===== config.mk =====
export PLATFORM = sky130hd
export DESIGN_NAME = rv_core
export DESIGN_NICKNAME = d
export VERILOG_FILES = /design/src/design/rv_pkg.sv /design/src/design/rv_fetch.sv /design/src/design/rv_decode.sv /design/src/design/rv_reg_file.sv /design/src/design/rv_execute.sv /design/src/design/rv_core.sv
export SDC_FILE = /design/constraint.sdc
export NUM_CORES = 2
export LEC_CHECK = 0
export BUFFER_PORTS_ARGS = -buffer_cell sky130_fd_sc_hd__buf_2
export CORE_ASPECT_RATIO = 1.5
export CORE_MARGIN = 2
export CORE_UTILIZATION = 60
export DETAILED_ROUTE_END_ITERATION = 7
export GPL_ROUTABILITY_DRIVEN = 1
export HOLD_SLACK_MARGIN = 0.05
export PLACE_DENSITY_LB_ADDON = 0.12
export SLEW_MARGIN = 20
export SYNTH_ARGS = -nofsm -noshare
export SYNTH_HDL_FRONTEND = slang
export SYNTH_SLANG_ARGS = --single-unit

===== constraint.sdc =====
create_clock -name clk -period 9.4 [get_ports clk]
set_input_delay 1.41 -clock clk [delete_from_list [all_inputs] [get_ports clk]]
set_output_delay 1.41 -clock clk [all_outputs]
set_load 0.05 [all_outputs]

===== src/design/rv_pkg.sv =====
// rv_pkg: widths, opcodes, ALU codes and record types shared by the rv_core blocks
`default_nettype none

package rv_pkg;

    // ------------------------------------------------------------------------
    // widths
    // ------------------------------------------------------------------------
    localparam int XLEN          = 32;
    localparam int PC_BITS       = 16;
    localparam int REG_ADDR_BITS = 5;
    localparam int INSN_BYTES    = 4;

    // ------------------------------------------------------------------------
    // encodings
    // ------------------------------------------------------------------------
    // major opcodes, bits [6:0] of the word
    localparam logic [6:0] OPC_OP_IMM = 7'b0010011;
    localparam logic [6:0] OPC_OP     = 7'b0110011;
    localparam logic [6:0] OPC_LUI    = 7'b0110111;
    localparam logic [6:0] OPC_AUIPC  = 7'b0010111;

    // funct3 of OP and OP-IMM
    localparam logic [2:0] F3_ADD_SUB = 3'b000;
    localparam logic [2:0] F3_SLL     = 3'b001;
    localparam logic [2:0] F3_SLT     = 3'b010;
    localparam logic [2:0] F3_SLTU    = 3'b011;
    localparam logic [2:0] F3_XOR     = 3'b100;
    localparam logic [2:0] F3_SRL_SRA = 3'b101;
    localparam logic [2:0] F3_OR      = 3'b110;
    localparam logic [2:0] F3_AND     = 3'b111;

    // funct7 variants, ALT selects SUB and SRA
    localparam logic [6:0] F7_BASE = 7'b0000000;
    localparam logic [6:0] F7_ALT  = 7'b0100000;

    typedef enum logic [3:0] {
        ALU_ADD,
        ALU_SUB,
        ALU_SLL,
        ALU_SLT,
        ALU_SLTU,
        ALU_XOR,
        ALU_SRL,
        ALU_SRA,
        ALU_OR,
        ALU_AND
    } alu_op_t;

    // ------------------------------------------------------------------------
    // records
    // ------------------------------------------------------------------------
    // wishbone classic read request, master to slave
    typedef struct packed {
        logic               cyc;
        logic               stb;
        logic [PC_BITS-1:0] adr;
    } wb_req_t;

    typedef struct packed {
        logic                     valid;
        logic [PC_BITS-1:0]       pc;
        logic [XLEN-1:0]          ir;
        logic [REG_ADDR_BITS-1:0] rs1;
        logic [REG_ADDR_BITS-1:0] rs2;
        logic [REG_ADDR_BITS-1:0] rd;
        logic                     rd_we;
        logic                     use_imm;
        logic                     use_pc;
        logic                     zero_a;
        logic [XLEN-1:0]          imm;
        alu_op_t                  alu_op;
    } decoded_t;

    // one retired instruction, also the debug view
    typedef struct packed {
        logic                     valid;
        logic [PC_BITS-1:0]       pc;
        logic [XLEN-1:0]          ir;
        logic                     rd_we;
        logic [REG_ADDR_BITS-1:0] rd;
        logic [XLEN-1:0]          value;
    } retire_t;

endpackage

`default_nettype wire


===== src/design/rv_fetch.sv =====
// rv_fetch holds the program counter and runs the wishbone classic instruction read
`timescale 1ns/1ns
`default_nettype none

module rv_fetch (
    input  wire                          clk,
    input  wire                          rst_n_i,
    input  wire                          start_i,
    input  wire  [rv_pkg::PC_BITS-1:0]   start_addr_i,
    input  wire                          retire_i,
    output rv_pkg::wb_req_t              wb_req_o,
    input  wire                          wb_ack_i,
    input  wire  [rv_pkg::XLEN-1:0]      wb_dat_i,
    output logic                         fetch_valid_o,
    output logic [rv_pkg::PC_BITS-1:0]   fetch_pc_o,
    output logic [rv_pkg::XLEN-1:0]      fetch_ir_o
);

    import rv_pkg::*;

    typedef enum logic [1:0] {
        S_IDLE,
        S_REQ,
        S_WAIT
    } fetch_state_t;

    fetch_state_t       state_q;
    logic [PC_BITS-1:0] pc_q;
    logic               fetch_valid_q;
    logic [XLEN-1:0]    ir_q;
    logic               ack_taken;

    assign ack_taken = (state_q == S_REQ) && wb_ack_i;

    // ------------------------------------------------------------------------
    // control FSM
    // ------------------------------------------------------------------------
    always_ff @(posedge clk or negedge rst_n_i) begin
        if (!rst_n_i) begin
            state_q       <= S_IDLE;
            pc_q          <= '0;
            fetch_valid_q <= 1'b0;
        end else begin
            fetch_valid_q <= ack_taken;
            case (state_q)
                S_IDLE: begin
                    if (start_i) begin
                        pc_q    <= start_addr_i;
                        state_q <= S_REQ;
                    end
                end
                S_REQ: begin
                    if (wb_ack_i) begin
                        state_q <= S_WAIT;
                    end
                end
                S_WAIT: begin
                    // one instruction in flight so the next read waits for retire
                    if (retire_i) begin
                        pc_q    <= pc_q + PC_BITS'(INSN_BYTES);
                        state_q <= S_REQ;
                    end
                end
                default: state_q <= S_IDLE;
            endcase
        end
    end

    // instruction word
    always_ff @(posedge clk) begin
        if (ack_taken) begin
            ir_q <= wb_dat_i;
        end
    end

    always_comb begin
        wb_req_o.cyc = (state_q == S_REQ);
        wb_req_o.stb = (state_q == S_REQ);
        wb_req_o.adr = pc_q;
    end

    assign fetch_valid_o = fetch_valid_q;
    assign fetch_pc_o    = pc_q;
    assign fetch_ir_o    = ir_q;

    // a retire outside S_WAIT would be lost
    a_retire_when_waiting: assert property (@(posedge clk) disable iff (!rst_n_i)
        retire_i |-> (state_q == S_WAIT));

    // request held through slave wait states
    a_adr_hold: assert property (@(posedge clk) disable iff (!rst_n_i)
        (wb_req_o.stb && !wb_ack_i) |=> (wb_req_o.stb && $stable(wb_req_o.adr)));

endmodule

`default_nettype wire


===== src/design/rv_decode.sv =====
// rv_decode: latches a fetched word and splits it into a decoded instruction record
`timescale 1ns/1ns
`default_nettype none

module rv_decode (
    input  wire                          clk,
    input  wire                          rst_n_i,
    input  wire                          fetch_valid_i,
    input  wire  [rv_pkg::PC_BITS-1:0]   fetch_pc_i,
    input  wire  [rv_pkg::XLEN-1:0]      fetch_ir_i,
    output rv_pkg::decoded_t             dec_o
);

    import rv_pkg::*;

    logic                     valid_q;
    logic [PC_BITS-1:0]       pc_q;
    logic [XLEN-1:0]          ir_q;
    logic [6:0]               opcode;
    logic [2:0]               funct3;
    logic [6:0]               funct7;
    logic [REG_ADDR_BITS-1:0] rd;
    logic [XLEN-1:0]          imm_i;
    logic [XLEN-1:0]          imm_u;
    logic                     legal;

    always_ff @(posedge clk or negedge rst_n_i) begin
        if (!rst_n_i) begin
            valid_q <= 1'b0;
        end else begin
            valid_q <= fetch_valid_i;
        end
    end

    always_ff @(posedge clk) begin
        if (fetch_valid_i) begin
            pc_q <= fetch_pc_i;
            ir_q <= fetch_ir_i;
        end
    end

    // ------------------------------------------------------------------------
    // field extraction
    // ------------------------------------------------------------------------
    assign opcode = ir_q[6:0];
    assign rd     = ir_q[11:7];
    assign funct3 = ir_q[14:12];
    assign funct7 = ir_q[31:25];
    assign imm_i  = {{(XLEN-12){ir_q[31]}}, ir_q[31:20]};
    assign imm_u  = {ir_q[31:12], 12'b0};

    always_comb begin
        legal         = 1'b0;
        dec_o.valid   = valid_q;
        dec_o.pc      = pc_q;
        dec_o.ir      = ir_q;
        dec_o.rs1     = ir_q[19:15];
        dec_o.rs2     = ir_q[24:20];
        dec_o.rd      = rd;
        dec_o.use_imm = 1'b0;
        dec_o.use_pc  = 1'b0;
        dec_o.zero_a  = 1'b0;
        dec_o.imm     = imm_i;
        dec_o.alu_op  = ALU_ADD;
        case (opcode)
            OPC_OP_IMM: begin
                dec_o.use_imm = 1'b1;
                legal         = 1'b1;
                case (funct3)
                    F3_ADD_SUB: dec_o.alu_op = ALU_ADD;
                    F3_SLL: begin
                        dec_o.alu_op = ALU_SLL;
                        legal        = (funct7 == F7_BASE);
                    end
                    F3_SLT:  dec_o.alu_op = ALU_SLT;
                    F3_SLTU: dec_o.alu_op = ALU_SLTU;
                    F3_XOR:  dec_o.alu_op = ALU_XOR;
                    F3_SRL_SRA: begin
                        dec_o.alu_op = (funct7 == F7_ALT) ? ALU_SRA : ALU_SRL;
                        legal        = (funct7 == F7_BASE) || (funct7 == F7_ALT);
                    end
                    F3_OR:   dec_o.alu_op = ALU_OR;
                    default: dec_o.alu_op = ALU_AND;
                endcase
            end
            OPC_OP: begin
                case (funct3)
                    F3_ADD_SUB: dec_o.alu_op = (funct7 == F7_ALT) ? ALU_SUB : ALU_ADD;
                    F3_SLL:     dec_o.alu_op = ALU_SLL;
                    F3_SLT:     dec_o.alu_op = ALU_SLT;
                    F3_SLTU:    dec_o.alu_op = ALU_SLTU;
                    F3_XOR:     dec_o.alu_op = ALU_XOR;
                    F3_SRL_SRA: dec_o.alu_op = (funct7 == F7_ALT) ? ALU_SRA : ALU_SRL;
                    F3_OR:      dec_o.alu_op = ALU_OR;
                    default:    dec_o.alu_op = ALU_AND;
                endcase
                // alt funct7 only for SUB and SRA, anything else is M or reserved
                legal = (funct7 == F7_BASE) ||
                        ((funct7 == F7_ALT) &&
                         ((funct3 == F3_ADD_SUB) || (funct3 == F3_SRL_SRA)));
            end
            OPC_LUI: begin
                dec_o.zero_a  = 1'b1;
                dec_o.use_imm = 1'b1;
                dec_o.imm     = imm_u;
                legal         = 1'b1;
            end
            OPC_AUIPC: begin
                dec_o.use_pc  = 1'b1;
                dec_o.use_imm = 1'b1;
                dec_o.imm     = imm_u;
                legal         = 1'b1;
            end
            default: legal = 1'b0;
        endcase
        // unsupported words and x0 targets never write
        dec_o.rd_we = legal && (rd != '0);
    end

endmodule

`default_nettype wire


===== src/design/rv_reg_file.sv =====
// rv_reg_file: 32 x 32 integer registers, two read ports and one write port
`timescale 1ns/1ns
`default_nettype none

module rv_reg_file (
    input  wire                                clk,
    input  wire                                rst_n_i,
    input  wire  [rv_pkg::REG_ADDR_BITS-1:0]   rs1_addr_i,
    input  wire  [rv_pkg::REG_ADDR_BITS-1:0]   rs2_addr_i,
    output logic [rv_pkg::XLEN-1:0]            rs1_data_o,
    output logic [rv_pkg::XLEN-1:0]            rs2_data_o,
    input  wire                                we_i,
    input  wire  [rv_pkg::REG_ADDR_BITS-1:0]   waddr_i,
    input  wire  [rv_pkg::XLEN-1:0]            wdata_i
);

    import rv_pkg::*;

    // x0 has no storage
    logic [XLEN-1:0] regs [1:31];

    always_ff @(posedge clk or negedge rst_n_i) begin
        if (!rst_n_i) begin
            for (int i = 1; i < 32; i++) begin
                regs[i] <= '0;
            end
        end else if (we_i && (waddr_i != '0)) begin
            regs[waddr_i] <= wdata_i;
        end
    end

    // ------------------------------------------------------------------------
    // read ports
    // ------------------------------------------------------------------------
    assign rs1_data_o = (rs1_addr_i == '0) ? '0 : regs[rs1_addr_i];
    assign rs2_data_o = (rs2_addr_i == '0) ? '0 : regs[rs2_addr_i];

    // decode filters x0 targets before they reach the write port
    a_no_x0_write: assert property (@(posedge clk) disable iff (!rst_n_i)
        we_i |-> (waddr_i != '0));

endmodule

`default_nettype wire


===== src/design/rv_execute.sv =====
// rv_execute selects operands and runs the ALU, registering the retire record and register write
`timescale 1ns/1ns
`default_nettype none

module rv_execute (
    input  wire                                clk,
    input  wire                                rst_n_i,
    input  wire  rv_pkg::decoded_t             dec_i,
    input  wire  [rv_pkg::XLEN-1:0]            rs1_data_i,
    input  wire  [rv_pkg::XLEN-1:0]            rs2_data_i,
    output rv_pkg::retire_t                    retire_o,
    output logic                               rf_we_o,
    output logic [rv_pkg::REG_ADDR_BITS-1:0]   rf_waddr_o,
    output logic [rv_pkg::XLEN-1:0]            rf_wdata_o
);

    import rv_pkg::*;

    logic [XLEN-1:0]          op_a;
    logic [XLEN-1:0]          op_b;
    logic [4:0]               shamt;
    logic [XLEN-1:0]          alu_res;
    logic                     valid_q;
    logic                     rd_we_q;
    logic [PC_BITS-1:0]       pc_q;
    logic [XLEN-1:0]          ir_q;
    logic [REG_ADDR_BITS-1:0] rd_q;
    logic [XLEN-1:0]          value_q;

    // ------------------------------------------------------------------------
    // operands
    // ------------------------------------------------------------------------
    // zero_a selects zero for LUI and use_pc the pc for AUIPC
    assign op_a = dec_i.zero_a ? '0 :
                  dec_i.use_pc ? {{(XLEN-PC_BITS){1'b0}}, dec_i.pc} : rs1_data_i;
    assign op_b  = dec_i.use_imm ? dec_i.imm : rs2_data_i;
    assign shamt = op_b[4:0];

    // ------------------------------------------------------------------------
    // ALU
    // ------------------------------------------------------------------------
    always_comb begin
        case (dec_i.alu_op)
            ALU_ADD:  alu_res = op_a + op_b;
            ALU_SUB:  alu_res = op_a - op_b;
            ALU_SLL:  alu_res = op_a << shamt;
            ALU_SLT:  alu_res = {{(XLEN-1){1'b0}}, $signed(op_a) < $signed(op_b)};
            ALU_SLTU: alu_res = {{(XLEN-1){1'b0}}, op_a < op_b};
            ALU_XOR:  alu_res = op_a ^ op_b;
            ALU_SRL:  alu_res = op_a >> shamt;
            ALU_SRA:  alu_res = $unsigned($signed(op_a) >>> shamt);
            ALU_OR:   alu_res = op_a | op_b;
            ALU_AND:  alu_res = op_a & op_b;
            default:  alu_res = op_a + op_b;
        endcase
    end

    always_ff @(posedge clk or negedge rst_n_i) begin
        if (!rst_n_i) begin
            valid_q <= 1'b0;
            rd_we_q <= 1'b0;
        end else begin
            valid_q <= dec_i.valid;
            rd_we_q <= dec_i.valid && dec_i.rd_we;
        end
    end

    always_ff @(posedge clk) begin
        if (dec_i.valid) begin
            pc_q    <= dec_i.pc;
            ir_q    <= dec_i.ir;
            rd_q    <= dec_i.rd;
            value_q <= alu_res;
        end
    end

    always_comb begin
        retire_o.valid = valid_q;
        retire_o.pc    = pc_q;
        retire_o.ir    = ir_q;
        retire_o.rd_we = rd_we_q;
        retire_o.rd    = rd_q;
        retire_o.value = value_q;
    end

    // write port mirrors the retire record
    assign rf_we_o    = rd_we_q;
    assign rf_waddr_o = rd_q;
    assign rf_wdata_o = value_q;

    // one instruction in flight, no new decode while one retires
    a_one_in_flight: assert property (@(posedge clk) disable iff (!rst_n_i)
        retire_o.valid |-> !dec_i.valid);

endmodule

`default_nettype wire


===== src/design/rv_core.sv =====
// rv_core: multi-cycle RV32I integer core with wishbone instruction fetch
`timescale 1ns/1ns
`default_nettype none

module rv_core (
    input  wire                          clk,
    input  wire                          rst_n_i,
    input  wire                          start_i,
    input  wire  [rv_pkg::PC_BITS-1:0]   start_addr_i,
    output rv_pkg::wb_req_t              wb_req_o,
    input  wire                          wb_ack_i,
    input  wire  [rv_pkg::XLEN-1:0]      wb_dat_i,
    output rv_pkg::retire_t              retire_o
);

    import rv_pkg::*;

    logic                     fetch_valid;
    logic [PC_BITS-1:0]       fetch_pc;
    logic [XLEN-1:0]          fetch_ir;
    decoded_t                 dec;
    logic [XLEN-1:0]          rs1_data;
    logic [XLEN-1:0]          rs2_data;
    logic                     rf_we;
    logic [REG_ADDR_BITS-1:0] rf_waddr;
    logic [XLEN-1:0]          rf_wdata;

    // ------------------------------------------------------------------------
    // fetch side, restarted by each retire
    // ------------------------------------------------------------------------
    rv_fetch u_fetch (
        .clk           (clk),
        .rst_n_i       (rst_n_i),
        .start_i       (start_i),
        .start_addr_i  (start_addr_i),
        .retire_i      (retire_o.valid),
        .wb_req_o      (wb_req_o),
        .wb_ack_i      (wb_ack_i),
        .wb_dat_i      (wb_dat_i),
        .fetch_valid_o (fetch_valid),
        .fetch_pc_o    (fetch_pc),
        .fetch_ir_o    (fetch_ir)
    );

    rv_decode u_decode (
        .clk           (clk),
        .rst_n_i       (rst_n_i),
        .fetch_valid_i (fetch_valid),
        .fetch_pc_i    (fetch_pc),
        .fetch_ir_i    (fetch_ir),
        .dec_o         (dec)
    );

    rv_reg_file u_reg_file (
        .clk        (clk),
        .rst_n_i    (rst_n_i),
        .rs1_addr_i (dec.rs1),
        .rs2_addr_i (dec.rs2),
        .rs1_data_o (rs1_data),
        .rs2_data_o (rs2_data),
        .we_i       (rf_we),
        .waddr_i    (rf_waddr),
        .wdata_i    (rf_wdata)
    );

    rv_execute u_execute (
        .clk        (clk),
        .rst_n_i    (rst_n_i),
        .dec_i      (dec),
        .rs1_data_i (rs1_data),
        .rs2_data_i (rs2_data),
        .retire_o   (retire_o),
        .rf_we_o    (rf_we),
        .rf_waddr_o (rf_waddr),
        .rf_wdata_o (rf_wdata)
    );

endmodule

`default_nettype wire


==> metrics.cfg <==
[outcome]
status = finished, violations left
violations = DRC

[routing]
drt-total-wl_mm = 249
topRoutingLayerUsed = met5
vias_per_cell = 7.49
drc = 1
final_antenna_net_count = 0
drt-initial-drc-count = 6295
first_pass_iters = 8
routedWlPerCell_um = 36.6
wl_met3_mm = 24.3
dr_wl_met2_mm = 115
num_vias = 50900
wl_met1_mm = 88.2

[final_layout]
multi_input_area_mm2 = 0.0360
seq_area_mm2 = 0.0302
drive_above_1_share = 0.408
fillers = 8343
postLayoutCoreUtil = 0.659
nNetsFinal = 5403
area_growth_pct = 8.73

[run]
drv_cap = 0

[global_routing]
grt_max_degree = 174
grt_pass1_vias = 50600
grt_usage = 0.428
gr-total-overflow = 0
antenna_found_initial = 16
grt_pass1_wl_mm = 358

[yosys]
synth.cell_area_mm2 = 0.0686
synth_cell_types = 102
synth_edf_count = 160
ys_seq_area_frac = 0.440
synthTopCellsByCount = mux2_2 (1055), dfrtp_1 (1014), mux4_2 (476), clkbuf_1 (316), nor2_1 (273)
synth_top_area_cell = dfrtp_1
yosys_warnings = 0
synth_top_area_share = 0.370
synth_cells = 5308
async_flop_share = 0.864
ys_top_cells_by_area = dfrtp_1 (37%), mux2_2 (17%), mux4_2 (16%)
ys_seq_elements = 1174
syn_avg_cell_area_um2 = 12.9
synthFlopType = dfrtp_1
synth_most_common_cell = mux2_2
syn-num-nets = 5460

[critical_path]
crit_type = reg -> reg
cp.required_ps = 9980
cp.arrival_ps = 8440
start_kind = flop
rrSetupSlack_ps = 1540
worstPathMaxFanout = 47
end_kind = flop

[clocking]
cts-root-buf = clkbuf_16
clk_pin_slew_ps = 90
cts_tree = built
insertion_delay_ps = 760
numCtsBuffers = 112
clock_path_buffers = 3
cts_hold_buf = 0
ctsResizeCount = 0
h-tree-depth = 3
cts_sinks = 1174
post-cts-setup-buffers = 0

[placed_design]
port-buffer-count = 156
globalplace.congestion = 1.09
preCtsSetupSlack_ps = 1820
dpl.hpwl_mm = 163

[pwr]
p_leak_nw = 33.2
powerDensity_mw_per_mm2 = 190
ir_drop_mv = 0.203

[sta]
max_freq_mhz = 127
hold_viol = 0
setup-tns-final_ps = 0
worstMarginPinSlew_ps = 1280
setup_viol = 0
min_period_ps = 7860
slew_viol_final = 0
fin_ws_ps = 1540
skew_ps = 45.2
rsz0062_at_grt = no
max_slew_margin = 0.144
fin_crit_sh = 0.836

[worst_hold_path]
min_path_type = reg -> reg

[floorplanning]
dieArea_mm2 = 0.117
io_pins = 157
placementRows = 151
start_util = 0.606
die_width_um = 280
core_mm2 = 0.113
die_h_um = 418

[area by class of cell]
type                            count  area share
Clock buffer                      162      0.0446
Sequential cell                  1174       0.405
Antenna cell                        4    0.000134
Tap cell                         1453      0.0244
Inverter                           98     0.00493
Multi-Input combinational cell   3528       0.483
Timing Repair Buffer              337      0.0320
Clock inverter                     47     0.00654
[sequential cells by signal (all words and copies together) (netlist names), 2 cells and up]
signal and cells:
u_reg_file.regs 992, u_decode.ir_q 32, u_execute.rf_wdata_o 32, u_fetch.fetch_ir_o 32, u_execute.ir_q 28, u_decode.pc_q 16, u_execute.pc_q 16, u_fetch.fetch_pc_o 16
u_execute.rf_waddr_o 4, u_fetch.state_q 2
[per-stage QoR]
stage	instance area [µm²]	hold WS [ps]	total power [W]	instances
final	74600	416	0.0142	6803
after global routing	74500	426	0.0145	6799
after CTS	74400	417	0.0141	6788
after detailed placement	70600	405	0.00936	6579
after global placement	70500	404	0.00935	6577
after floorplan	68600	400	0.00803	5308
[cell families (layout without fill, tap and decap cells)]
group	Yosys count	in the layout	share of synthesized area
buf+inv	606	644	0.0390
fa+ha+maj	100	100	0.0185
simple gates	829	829	0.0566
other cells	0	4	0
xor+xnor	21	21	0.00268
compound gates	906	906	0.0926
flops	1174	1174	0.440
mux	1672	1672	0.351
[worst max-delay path: stages (launching register included)]
cell,delay [ps]
edfxtp_1,740
buf_12,370
buf_4,530
buf_4,480
mux4_2,370
mux4_2,460
a21oi_1,150
nand2_1,260
and3_1,310
ha_1,510
nor2b_1,80
o311ai_0,440
a21oi_1,170
nor4b_1,890
o21ai_0,380
a2111oi_0,520
nor3_1,130
nor2_1,230
o31ai_1,110
or3_1,320
o2111ai_1,110
[power breakdown]
part	internal, W	total (W)	switching (W)	leakage, nW
clock network	0.00263	0.00474	0.00210	1.87
logic	0.00104	0.00370	0.00266	15.8
registers	0.00541	0.00572	0.000306	15.6
[layer usage]
metal,vias up,global-route usage
li1,20300,-
met1,26400,0.531
met2,3258,0.660
met3,981,0.101
met4,8,0.310
met5,-,0
[worst paths after layout]
path                                             startpoint                            endpoint  cells past startpoint
max reg2reg                     u_decode.ir_q[21]$_DFFE_PP_  u_execute.rf_wdata_o[30]$_DFFE_PP_                     20
min                        u_fetch.fetch_ir_o[29]$_DFFE_PP_         u_decode.ir_q[29]$_DFFE_PP_                      0
max in group asynchronous                           rst_n_i     u_reg_file.regs[84]$_DFFE_PN0P_                      3
min in group asynchronous                           rst_n_i    u_reg_file.regs[829]$_DFFE_PN0P_                      1
max                             u_decode.ir_q[21]$_DFFE_PP_  u_execute.rf_wdata_o[30]$_DFFE_PP_                     20
min reg2reg                u_fetch.fetch_ir_o[29]$_DFFE_PP_         u_decode.ir_q[29]$_DFFE_PP_                      0
[placed cells by master, fill, tap and decap left out, types with 36 or more instances in the layout]
cell type / netlist / routed
a21oi_1: 238 / 238
a221oi_1: 47 / 47
a22oi_1: 89 / 89
buf_2: 56 / 155
buf_4: 18 / 157
clkbuf_16: 0 / 115
dfrtp_1: 1014 / 1012
edfxtp_1: 160 / 160
ha_1: 98 / 98
inv_1: 93 / 92
mux2_2: 1055 / 1055
mux2i_1: 124 / 124
mux4_2: 476 / 476
nand2_1: 221 / 210
nand3_1: 91 / 90
nor2_1: 273 / 258
nor3_1: 53 / 51
o21ai_0: 153 / 152
o22ai_1: 36 / 36
(Power assumes the default switching activity.)
